### src/common/distance_defs.svh
// Word format shared by every block, unsigned Q(W-F).F
// F must not exceed W, and W + F must be even for the root
`ifndef DISTANCE_DEFS_SVH
`define DISTANCE_DEFS_SVH

// Width of coordinates, squares, sum and distance
`define DIST_BIT_WIDTH 32

// Fraction bits inside each word
`define DIST_F_BITS 16

`endif

### src/common/distance_pkg.sv
// Types shared by the distance RTL and its testbench
// Word width comes from the defs header, all values unsigned

`include "distance_defs.svh"

package distance_pkg;

  // ====================
  // Data words
  // ====================

  // One fixed-point value: coordinate, square or distance
  typedef logic [`DIST_BIT_WIDTH-1:0] word_t;

  // Input message, a sits in the upper word
  typedef struct packed {
    word_t a;
    word_t b;
  } point_t;

  // ====================
  // Controller
  // ====================

  typedef enum logic {
    ST_MULT = 1'b0,  // Squarers busy or done
    ST_SQRT = 1'b1   // Root running or result on output
  } dist_state_e;

endpackage

### src/source/fxp_iter_multiplier.sv
// Unsigned shift-add multiplier, one multiplier bit per cycle, n cycles per product
// Product is truncated by d bits and wraps to n bits, no rounding or overflow flag
`timescale 1ns/1ps

`include "distance_defs.svh"

module fxp_iter_multiplier #(
  parameter int n = `DIST_BIT_WIDTH,
  parameter int d = `DIST_F_BITS
) (
  input  logic                clk,
  input  logic                reset,

  input  logic                recv_val,
  output logic                recv_rdy,
  input  distance_pkg::word_t a,
  input  distance_pkg::word_t b,

  output logic                send_val,
  input  logic                send_rdy,
  output distance_pkg::word_t c
);

  import distance_pkg::*;

  localparam int CNT_W = (n > 1) ? $clog2(n) : 1;

  // Ports are word_t, so n has to match the package word
  if (n != $bits(word_t)) begin : g_width_check
    $error("fxp_iter_multiplier: n must equal the word width");
  end

  if (d > n) begin : g_frac_check
    $error("fxp_iter_multiplier: d must not exceed n");
  end

  // ====================
  // Control
  // ====================

  logic             busy;   // Iterating
  logic             done;   // Product waiting on send side
  logic [CNT_W-1:0] count;  // Iterations so far
  logic             accept;

  assign recv_rdy = !busy && !done;
  assign send_val = done;
  assign accept   = recv_val && recv_rdy;

  always_ff @(posedge clk) begin
    if (reset) begin
      busy  <= 1'b0;
      done  <= 1'b0;
      count <= '0;
    end else if (accept) begin
      busy  <= 1'b1;
      count <= '0;
    end else if (busy) begin
      count <= count + 1'b1;
      if (count == CNT_W'(n - 1)) begin
        busy <= 1'b0;
        done <= 1'b1;
      end
    end else if (done && send_rdy) begin
      done <= 1'b0;
    end
  end

  // ====================
  // Datapath
  // ====================

  logic [2*n-1:0] mcand;   // Multiplicand, shifts left
  logic [n-1:0]   mplier;  // Multiplier, shifts right
  logic [2*n-1:0] acc;     // Full 2n-bit product

  always_ff @(posedge clk) begin
    if (accept) begin
      mcand  <= {{n{1'b0}}, a};
      mplier <= b;
      acc    <= '0;
    end else if (busy) begin
      if (mplier[0]) begin
        acc <= acc + mcand;
      end
      mcand  <= mcand << 1;
      mplier <= mplier >> 1;
    end
  end

  // acc is frozen outside busy, so c holds until the next accept
  assign c = acc[d +: n];

  // ====================
  // Checks
  // ====================

  // Result and valid stay put while the consumer stalls
  a_hold_under_stall : assert property (
    @(posedge clk) disable iff (reset)
    (send_val && !send_rdy) |=> (send_val && $stable(c))
  ) else $error("fxp_iter_multiplier: output changed under back-pressure");

endmodule

### src/source/fxp_sqrt.sv
// Unsigned digit-by-digit square root of a Q(W-F).F word, (W+F)/2 cycles per result
// Result is floor(sqrt(x * 2^F)), no rounding
`timescale 1ns/1ps

`include "distance_defs.svh"

module fxp_sqrt #(
  parameter int BIT_WIDTH = `DIST_BIT_WIDTH,
  parameter int F_BITS    = `DIST_F_BITS
) (
  input  logic                clk,
  input  logic                reset,

  input  logic                recv_val,
  output logic                recv_rdy,
  input  distance_pkg::word_t recv_msg,

  output logic                send_val,
  input  logic                send_rdy,
  output distance_pkg::word_t send_msg
);

  import distance_pkg::*;

  localparam int RAD_W = BIT_WIDTH + F_BITS;         // Radicand with fraction extension
  localparam int ITERS = RAD_W / 2;                  // One root bit per cycle
  localparam int REM_W = ITERS + 2;                  // Remainder, worst case
  localparam int CNT_W = (ITERS > 1) ? $clog2(ITERS) : 1;

  if (BIT_WIDTH != $bits(word_t)) begin : g_width_check
    $error("fxp_sqrt: BIT_WIDTH must equal the word width");
  end

  if ((RAD_W % 2) != 0 || F_BITS > BIT_WIDTH) begin : g_format_check
    $error("fxp_sqrt: BIT_WIDTH + F_BITS must be even and F_BITS <= BIT_WIDTH");
  end

  // ====================
  // Control
  // ====================

  logic             busy;
  logic             done;
  logic [CNT_W-1:0] count;
  logic             accept;

  assign recv_rdy = !busy && !done;
  assign send_val = done;
  assign accept   = recv_val && recv_rdy;

  always_ff @(posedge clk) begin
    if (reset) begin
      busy  <= 1'b0;
      done  <= 1'b0;
      count <= '0;
    end else if (accept) begin
      busy  <= 1'b1;
      count <= '0;
    end else if (busy) begin
      count <= count + 1'b1;
      if (count == CNT_W'(ITERS - 1)) begin
        busy <= 1'b0;
        done <= 1'b1;
      end
    end else if (done && send_rdy) begin
      done <= 1'b0;
    end
  end

  // ====================
  // Datapath
  // ====================

  logic [RAD_W-1:0] rad;    // Unconsumed radicand bits, top pair next
  logic [REM_W-1:0] rem;    // Partial remainder
  logic [ITERS-1:0] root;   // Root bits so far

  logic [REM_W-1:0] rem_shift;
  logic [REM_W-1:0] trial;
  logic [REM_W:0]   diff;   // Extra bit carries the sign
  logic             neg;

  // Bring down the next two radicand bits
  assign rem_shift = {rem[REM_W-3:0], rad[RAD_W-1 -: 2]};
  assign trial     = {root, 2'b01};  // 4 * root + 1
  assign diff      = {1'b0, rem_shift} - {1'b0, trial};
  assign neg       = diff[REM_W];

  always_ff @(posedge clk) begin
    if (accept) begin
      rad  <= {recv_msg, {F_BITS{1'b0}}};
      rem  <= '0;
      root <= '0;
    end else if (busy) begin
      rad  <= rad << 2;
      rem  <= neg ? rem_shift : diff[REM_W-1:0];
      root <= {root[ITERS-2:0], ~neg};  // New bit is 1 when trial fits
    end
  end

  // Root register is idle outside busy, so the result holds
  assign send_msg = word_t'(root);

  // ====================
  // Checks
  // ====================

  a_hold_under_stall : assert property (
    @(posedge clk) disable iff (reset)
    (send_val && !send_rdy) |=> (send_val && $stable(send_msg))
  ) else $error("fxp_sqrt: output changed under back-pressure");

endmodule

### src/distance_cal/distance_cal.sv
// sqrt(a^2 + b^2) on unsigned fixed-point words with one point in flight at a time
// Squares and sum wrap modulo 2^W and all results are truncated
`timescale 1ns/1ps

`include "distance_defs.svh"

module distance_cal (
  input  logic                 clk,
  input  logic                 reset,

  input  distance_pkg::point_t recv_msg,
  input  logic                 recv_val,
  output logic                 recv_rdy,

  output distance_pkg::word_t  send_msg,
  output logic                 send_val,
  input  logic                 send_rdy
);

  import distance_pkg::*;

  dist_state_e state;
  dist_state_e state_next;

  // ====================
  // Squarers
  // ====================

  word_t a_sq;
  word_t b_sq;
  logic  a_recv_rdy, b_recv_rdy;
  logic  a_send_val, b_send_val;
  logic  mult_recv_val;
  logic  mult_send_rdy;

  // Only start both together, and only when the top accepts
  assign mult_recv_val = recv_val && recv_rdy;
  assign mult_send_rdy = (state == ST_MULT);

  fxp_iter_multiplier #(
    .n(`DIST_BIT_WIDTH),
    .d(`DIST_F_BITS)
  ) a_square (
    .clk     (clk),
    .reset   (reset),
    .recv_val(mult_recv_val),
    .recv_rdy(a_recv_rdy),
    .a       (recv_msg.a),
    .b       (recv_msg.a),
    .send_val(a_send_val),
    .send_rdy(mult_send_rdy),
    .c       (a_sq)
  );

  fxp_iter_multiplier #(
    .n(`DIST_BIT_WIDTH),
    .d(`DIST_F_BITS)
  ) b_square (
    .clk     (clk),
    .reset   (reset),
    .recv_val(mult_recv_val),
    .recv_rdy(b_recv_rdy),
    .a       (recv_msg.b),
    .b       (recv_msg.b),
    .send_val(b_send_val),
    .send_rdy(mult_send_rdy),
    .c       (b_sq)
  );

  // ====================
  // Sum and root
  // ====================

  word_t sum;
  logic  sqrt_recv_val, sqrt_recv_rdy;
  logic  sqrt_send_val, sqrt_send_rdy;
  logic  sqrt_fed;  // Root has taken the sum this pass

  assign sum = a_sq + b_sq;  // Wraps modulo 2^W and holds once the squarers hand off

  assign sqrt_recv_val = (state == ST_SQRT) && !sqrt_fed;
  assign sqrt_send_rdy = (state == ST_SQRT) && send_rdy;

  fxp_sqrt #(
    .BIT_WIDTH(`DIST_BIT_WIDTH),
    .F_BITS   (`DIST_F_BITS)
  ) root (
    .clk     (clk),
    .reset   (reset),
    .recv_val(sqrt_recv_val),
    .recv_rdy(sqrt_recv_rdy),
    .recv_msg(sum),
    .send_val(sqrt_send_val),
    .send_rdy(sqrt_send_rdy),
    .send_msg(send_msg)
  );

  // ====================
  // Controller
  // ====================

  assign recv_rdy = (state == ST_MULT) && a_recv_rdy && b_recv_rdy;
  assign send_val = (state == ST_SQRT) && sqrt_send_val;

  always_comb begin
    state_next = state;
    case (state)
      ST_MULT: if (a_send_val && b_send_val) state_next = ST_SQRT;
      ST_SQRT: if (send_val && send_rdy) state_next = ST_MULT;  // Output taken
      default: state_next = ST_MULT;
    endcase
  end

  always_ff @(posedge clk) begin
    if (reset) begin
      state    <= ST_MULT;
      sqrt_fed <= 1'b0;
    end else begin
      state <= state_next;
      if (state_next == ST_MULT) begin
        sqrt_fed <= 1'b0;
      end else if (sqrt_recv_val && sqrt_recv_rdy) begin
        sqrt_fed <= 1'b1;
      end
    end
  end

  // ====================
  // Checks
  // ====================

  // One item in flight, so input and output never open together
  a_no_overlap : assert property (
    @(posedge clk) disable iff (reset)
    !(recv_rdy && send_val)
  ) else $error("distance_cal: recv_rdy and send_val high together");

endmodule

### config.mk
export PLATFORM = sky130hd
export DESIGN_NAME = distance_cal
export DESIGN_NICKNAME = d
export VERILOG_FILES = /design/src/common/distance_pkg.sv /design/src/source/fxp_iter_multiplier.sv /design/src/source/fxp_sqrt.sv /design/src/distance_cal/distance_cal.sv
export VERILOG_INCLUDE_DIRS = /design/src /design/src/common
export SDC_FILE = /design/constraint.sdc
export NUM_CORES = 1
export LEC_CHECK = 0
export BUFFER_PORTS_ARGS = -buffer_cell sky130_fd_sc_hd__buf_2
export CORE_MARGIN = 2
export CORE_UTILIZATION = 24
export DETAILED_ROUTE_END_ITERATION = 6
export GPL_TIMING_DRIVEN = 1
export SKIP_LAST_GASP = 1
export SYNTH_ARGS = -nofsm -noshare
export SYNTH_HDL_FRONTEND = slang
export SYNTH_SLANG_ARGS = --single-unit
### constraint.sdc
create_clock -name clk -period 4.68 [get_ports clk]
set_input_delay 0.234 -clock clk [delete_from_list [all_inputs] [get_ports clk]]
set_output_delay 0.234 -clock clk [all_outputs]
set_load 0.01 [all_outputs]
==> results of run 1 <==
worst max-delay path, delay by kind of cell, from the launching register on:
kind                       cells  cell delay, ns
adders and majority gates      1            0.32
buffers and inverters          2            0.38
muxes                          1            0.19
and+or+nand+nor                1            0.14
AOI/OAI and AO/OA              8            2.09
DFF                            1            0.36
final timing paths:
check | start | slack (ns) | endpoint
max | root.root[0]$_SDFFE_PP0P_ | 1.01 | root.rem[9]$_SDFFE_PP0P_
min | recv_msg[29] | 0.04 | b_square.mcand[29]$_DFFE_PP_
min reg2reg | a_square.acc[13]$_SDFFE_PP0P_ | 0.46 | a_square.acc[13]$_SDFFE_PP0P_
max reg2reg | root.root[0]$_SDFFE_PP0P_ | 1.01 | root.rem[9]$_SDFFE_PP0P_
power breakdown:
part	leakage (nW)	internal [W]	switching [W]
logic	6.69	0.00193	0.00255
registers	3.18	0.00388	0.000367
clock network	0.653	0.00183	0.00138
total	10.5	0.00763	0.00429
synth_stat cells (4+ instances only):
library cell / n
a211oi_1: 24
a21o_1: 70
a21oi_1: 222
a221oi_1: 4
a22o_1: 5
a31oi_1: 19
and2_1: 11
and3_1: 19
and4_1: 5
buf_1: 7
buf_4: 8
clkbuf_1: 110
dfxtp_1: 199
edfxtp_1: 160
ha_1: 155
inv_1: 65
mux2i_1: 60
nand2_1: 574
nand2b_1: 19
nand3_1: 43
nand3b_1: 5
nand4_1: 22
nor2_1: 144
nor2b_1: 17
nor3_1: 34
nor3b_1: 4
o2111ai_1: 6
o211ai_1: 16
o21a_1: 11
o21ai_0: 103
o21ai_1: 30
o21bai_1: 25
o221ai_1: 5
o31ai_1: 34
or2_2: 5
or3_1: 7
xnor2_1: 87
xor2_1: 51
flip-flops by register name (all words and copies together) (netlist names), 5 cells and up:
name             flops
a_square.acc        48
a_square.count       5
a_square.mcand      48
a_square.mplier     32
b_square.acc        48
b_square.count       5
b_square.mcand      48
b_square.mplier     32
root.count           5
root.rad            32
root.rem            24
root.root           24
through the flow:
step / worst slack (ns) / hold WS [ns] / total power, W / area (um^2) / instances
4_1_cts: 0.9829 / 0.009111 / 0.01204 / 24830 / 3753
2_1_floorplan: 1.210 / 0.3133 / 0.007795 / 21300 / 2468
6_report: 1.006 / 0.03668 / 0.01193 / 24830 / 3753
5_1_grt: 0.6975 / 0.009167 / 0.01279 / 24830 / 3753
3_5_place_dp: 1.026 / 0.4519 / 0.008719 / 22880 / 3615
3_3_place_gp: 1.031 / 0.4436 / 0.008686 / 22880 / 3615
cell usage in the layout (no fill, tap or decap), drive strengths merged, types with 6 or more instances in the layout:
cell type | synthesis | routed
o21a | 11 | 11
buf | 20 | 112
o211ai | 16 | 16
ha | 155 | 155
o21bai | 25 | 25
a211oi | 25 | 25
conb | 1 | 8
nor2b | 17 | 17
nand4 | 22 | 22
clkbuf | 110 | 59
a21oi | 225 | 225
clkinv | 0 | 13
xnor2 | 87 | 87
nor3 | 35 | 35
or3 | 7 | 7
o31ai | 35 | 35
o21ai | 133 | 133
nor2 | 144 | 144
o2111ai | 6 | 6
nand2b | 19 | 19
xor2 | 51 | 51
a31oi | 20 | 20
dfxtp | 199 | 199
nand2 | 574 | 574
edfxtp | 160 | 160
and2 | 11 | 11
inv | 65 | 67
dlygate4sd3 | 0 | 61
a21o | 70 | 70
nand3 | 43 | 43
mux2i | 60 | 60
and3 | 19 | 19
per-layer routing:
layer  part of all wire  wire [um]  up-vias  track usage
li1                   -          -     8897            -
met1               0.49      25170     8048       0.1477
met2               0.45      23110      235       0.1808
met3              0.034       1723       64      0.01729
met4              0.019        982        0      0.02664
met5                  0          0        -            0
layout make-up:
| cell class | instances | area (um^2) | share of cell area |
|---|---|---|---|
| Multi-Input combinational cell | 1914 | 11750 | 0.4733 |
| Sequential cell | 359 | 8790 | 0.3540 |
| Tap cell | 1165 | 1458 | 0.05870 |
| Timing Repair Buffer | 173 | 1244 | 0.05009 |
| Clock buffer | 59 | 1176 | 0.04736 |
| Inverter | 65 | 244.0 | 0.009826 |
| Clock inverter | 18 | 167.7 | 0.006752 |
cell families after synthesis:
| family | share of synthesized area |
|---|---|
| and+or+nand+nor | 0.1829 |
| AOI/OAI and AO/OA | 0.1855 |
| DFF | 0.4132 |
| buffers and inverters | 0.03700 |
| adders and majority gates | 0.09401 |
| muxes | 0.03035 |
| other | 0.0001763 |
| xor gates and xnor gates | 0.05683 |
==> run metrics, run 1 <==
Avg WL per Cell approximately 14 um; H-tree levels 2; clock buffer depth 3; via count ~17000; Die Ht 301.7 um; # setup viols final 0; ranking of synthesized cells by area edfxtp_1, dfxtp_1, nand2_1; RePlAce Congestion approximately 0.90; drt first pass iters 6; Post-CTS Setup Bufs 0; post-synthesis cell type with the largest combined area edfxtp_1; setup tns final 0 ns; Core Box Area roughly 0.088 mm^2; Pwr Density 480.3 mW/mm^2; total wire length after detailed routing between 50 and 60 mm; Unique masters post-synth just over 80; grt ovf 0; Max Cap Viol 0; io pins around 100; CP startpoint kind register; Post-synth EDFFs 160; register bit total from synthesis between 300 and 400; Syn Area/Cell ~8.6 um^2; Pleak 10.52 nW; unrepaired setup endpoints after global routing false; Mapped Cells 2461; vias in the first global route approximately 16000; fin nets 2781; CP required 5.06 ns; Slew Viols, Final 0; share of flip-flops with an asynchronous set or reset 0; sequence of cells on the critical path inv_1 -> ha_1 -> nor2b_1 -> o21ai_1 -> a21bo_1 -> a21o_1 -> o21a_1 -> o21ai_1 -> o41a_1 -> a31o_1 -> buf_4 -> mux2i_1 -> a211oi_1; fin crit share 0.7851; first-pass GRT wire length between 80 and 90 mm; Via density roughly 4.6; antenna cell count 0; WHS Path Cells 3; layout cell share with drive strength beyond 1 0.07921; Slew @ Worst Pin around 1.1 ns; Worst IR Drop VDD between 0.4 and 0.5 mV; die area 0.09102 mm^2; cts bufs inserted 42; post-layout util 0.2818; min Tclk post-route between 3 and 4 ns; CTS Hold Bufs 61; Rel. slew slack 0.2539; Num Clock Sinks approximately 360; post-synthesis sequential area ratio 0.4132; synthesis-to-layout area growth 16.75%; # port buffers 93; Starting Density 0.2414; Synth Cell Area approximately 0.021 mm^2; worst reg2reg path depth 13; post-DP HPWL between 30 and 40 mm; Filler Cells Inserted roughly 9500; critical path data arrival time approximately 4 ns; Total GRT Usage 0.1091; Synth top area share 0.2259; CP max FO 21; Reg clk slew, reported paths around 0.060 ns; Synth warnings 0; crit-path max cell delay approximately 0.9 ns; Root Driver clkbuf_16; Final Skew between 0.04 and 0.05 ns; most used cell, CP o21ai_1; Final Hold Fails 0; crit end category register; worst hold path class primary input to register; cts repair resizes 0; Max Clk Rate between 0.2 and 0.3 GHz; Clock Latency Late Sink ~0.60 ns; largest net degree at the start of global routing about 100; prevailing post-synth register cell dfxtp_1; crit path kind register to register; Die W 301.7 um; CTS tree built; Initial DRC Count slightly below 1000; Critical Path Slowest Stage Cell a31o_1; post-route DRC violation count 0; post-route ant nets 0; Site Rows between 100 and 150; status finished clean; initial antenna violation count 0
Note: power is estimated with default switching activity, not from simulation.
==> run 2, diff against run 1 <==
Settings changed: ABC_AREA from default to 1.
Clock period 4.68 ns to 3 ns, I/O delays scaled along.
==> run 2 against run 1 <==
  * Core utilization rose by 0.16 points
  * Clock-buffer cell count stayed put
  * Clock power increased by 83%
  * Combinational power up 130%
  * Via count is 46% higher
  * Largest power group unchanged
==> run metrics, run 2 <==
Synth top area share 0.2306; Filler Cells Inserted 11990; initial antenna violation count 1; Syn Area/Cell around 6.3 um^2; register bit total from synthesis 359; largest net degree at the start of global routing between 100 and 150; Rel. slew slack 0.4965; Synth Area in Adders 0.07672; Slew Viols, Final 0; clock buffer depth 3; Worst IR Drop VDD roughly 0.8 mV; drt first pass iters 5; largest family of logic cells by synthesized area simple AND/OR/NAND/NOR gates; RePlAce Congestion slightly below 1; Site Rows 120; synthesis-to-layout area growth 16.77%; H-tree levels 2; post-synthesis sequential area ratio 0.3372; Finished Layout Cells approximately 5800; post-DP HPWL roughly 60 mm; Gate power share 0.450; via count 25200; simple-gate portion of the synthesized area 0.3722; hold slack 0.05598 ns; Max Clk Rate approximately 0.38 GHz; post-route DRC violation count 0; Int Pwr 0.01281 W; Pleak between 15 and 20 nW; CP max FO 4; most frequent cells in the layout nand2_1, inv_1, nor2_1; post-route ant nets 0; switching part of the total 0.4393; Synth Area in Compound Gates 0.06688; total wire length after detailed routing slightly below 80 mm; Pwr Density 751.1 mW/mm^2; prevailing post-synth register cell dfxtp_1; Cell Count Post-Placement 5600; multiplexer share of the synthesized area 0; Crit Reg-Reg Startpoint a_square.acc[16]$_SDFFE_PP0P_; status finished clean; first-pass GRT wire length 125.0 mm; Setup crit start a_square.acc[16]$_SDFFE_PP0P_; cts repair resizes 0; worst hold path class primary input to register; register share of total power 0.293; Slew @ Worst Pin around 0.75 ns; Num Clock Sinks roughly 360; Clock Latency Late Sink 0.65 ns; CTS tree built; Starting Density 0.2428; crit end category register; CP startpoint kind register; share of flip-flops with an asynchronous set or reset 0; Post-synth top cells nand2_1, inv_1, nor2_1, nand3_1, dfxtp_1; commonest non-fill, non-tap cell in the layout nand2_1; Total GRT Usage 0.1382; die area around 0.11 mm^2; # setup viols final 0; Die Ht between 300 and 400 um; Synth Area in XOR/XNOR 0.02319; # port buffers 93; ranking of synthesized cells by area nand2_1, edfxtp_1, dfxtp_1; Initial DRC Count roughly 1900; hold path start send_rdy; CP required approximately 3.4 ns; cts bufs inserted 46; count leader, synth nand2_1; r2r setup slk about 0.40 ns; Mapped Cells roughly 4200; clock power share 0.258; Unique masters post-synth 40; setup tns final 0 ns; fin nets about 4500; fin crit share 0.8658; Via density ~4.4; Synth warnings 0; io pins 102; Synth Cell Area 0.02606 mm^2; grt ovf 0; Root Driver clkbuf_16; antenna cell count 0; Final Hold Fails 0; Final Total Pwr roughly 0.023 W; layout cell share with drive strength beyond 1 0.05014; CTS Hold Bufs 65; Core Box Area 0.1074 mm^2; Post-synth EDFFs 160; post-synthesis cell type with the largest combined area nand2_1; Post-CTS Setup Bufs 0; Max Cap Viol 0; Reg clk slew, reported paths approximately 0.060 ns; vias in the first global route approximately 23000; sw power approximately 0.010 W; Avg WL per Cell 13.50 um; Die W 333.5 um; unrepaired setup endpoints after global routing false; min Tclk post-route 2.597 ns; critical path data arrival time approximately 3 ns; crit path kind register to register; Final Skew ~0.073 ns
[run 2: logic make-up after synthesis]
kind of cell	after synthesis
buffers and inverters	834
other	1
XOR/XNOR	69
AO/OA/AOI/OAI	323
AND/OR/NAND/NOR	2423
flip-flops	359
adder cells (fa/ha/maj)	158
[run 2: final cells by class]
type	count	area, um^2	area share
Multi-Input combinational cell	2981	14100	0.4633
Clock inverter	27	356.6	0.01172
Inverter	734	2760	0.09071
Timing Repair Buffer	188	1429	0.04696
Tap cell	1403	1755	0.05769
Clock buffer	59	1240	0.04075
Sequential cell	359	8790	0.2889
[run 2: power groups by stage]
| stage | Clock, W | Combinational, W | Sequential (W) |
|---|---|---|---|
| 3_5_place_dp | 0 | 0.0101 | 0.00680 |
| 6_report | 0.00589 | 0.0103 | 0.00669 |
| 2_1_floorplan | 0 | 0.00766 | 0.00644 |
| 4_1_cts | 0.00606 | 0.0103 | 0.00670 |
| 3_3_place_gp | 0 | 0.0101 | 0.00679 |
| 5_1_grt | 0.00623 | 0.0118 | 0.00676 |
[run 2: per-layer routing]
layer | vias to the layer above | global-route usage | routed length, um
li1 | 13180 | - | -
met1 | 11350 | 0.1903 | 37440
met2 | 569 | 0.2217 | 34040
met3 | 104 | 0.02186 | 4056
met4 | 0 | 0.04044 | 2112
met5 | - | 0 | 0
[run 2: through the flow]
| stage | utilization | instance area, um^2 | worst slack [ns] |
|---|---|---|---|
| 2_1_floorplan | - | 26090 | 0.005039 |
| 3_3_place_gp | 0.2625 | 28180 | 0.5355 |
| 3_5_place_dp | 0.2625 | 28180 | 0.4551 |
| 4_1_cts | 0.2835 | 30430 | 0.4037 |
| 5_1_grt | 0.2835 | 30430 | 0.1684 |
| 6_report | 0.2835 | 30430 | 0.4025 |
[run 2: path summary, 6_finish.rpt]
check | endpoint | depth (start not counted)
hold / removal | state$_SDFF_PP0_ | 4
hold reg to reg | a_square.mcand[43]$_SDFFE_PP0P_ | 2
setup reg to reg | root.rad[28]$_DFFE_PP_ | 13
setup / recovery | root.rad[28]$_DFFE_PP_ | 13
[run 2: critical path, cell delays in order, from the launching register on]
cell and delay [ns]:
dfxtp_1 0.38, ha_1 0.28, fa_1 0.45, nand2_1 0.10, nand3_1 0.08, nand3_1 0.08, nand2_1 0.12, nand2_1 0.09
nand2_1 0.13, nand2_1 0.09, nand2_1 0.11, or2_2 0.30, nand3_1 0.06, nand2_1 0.05
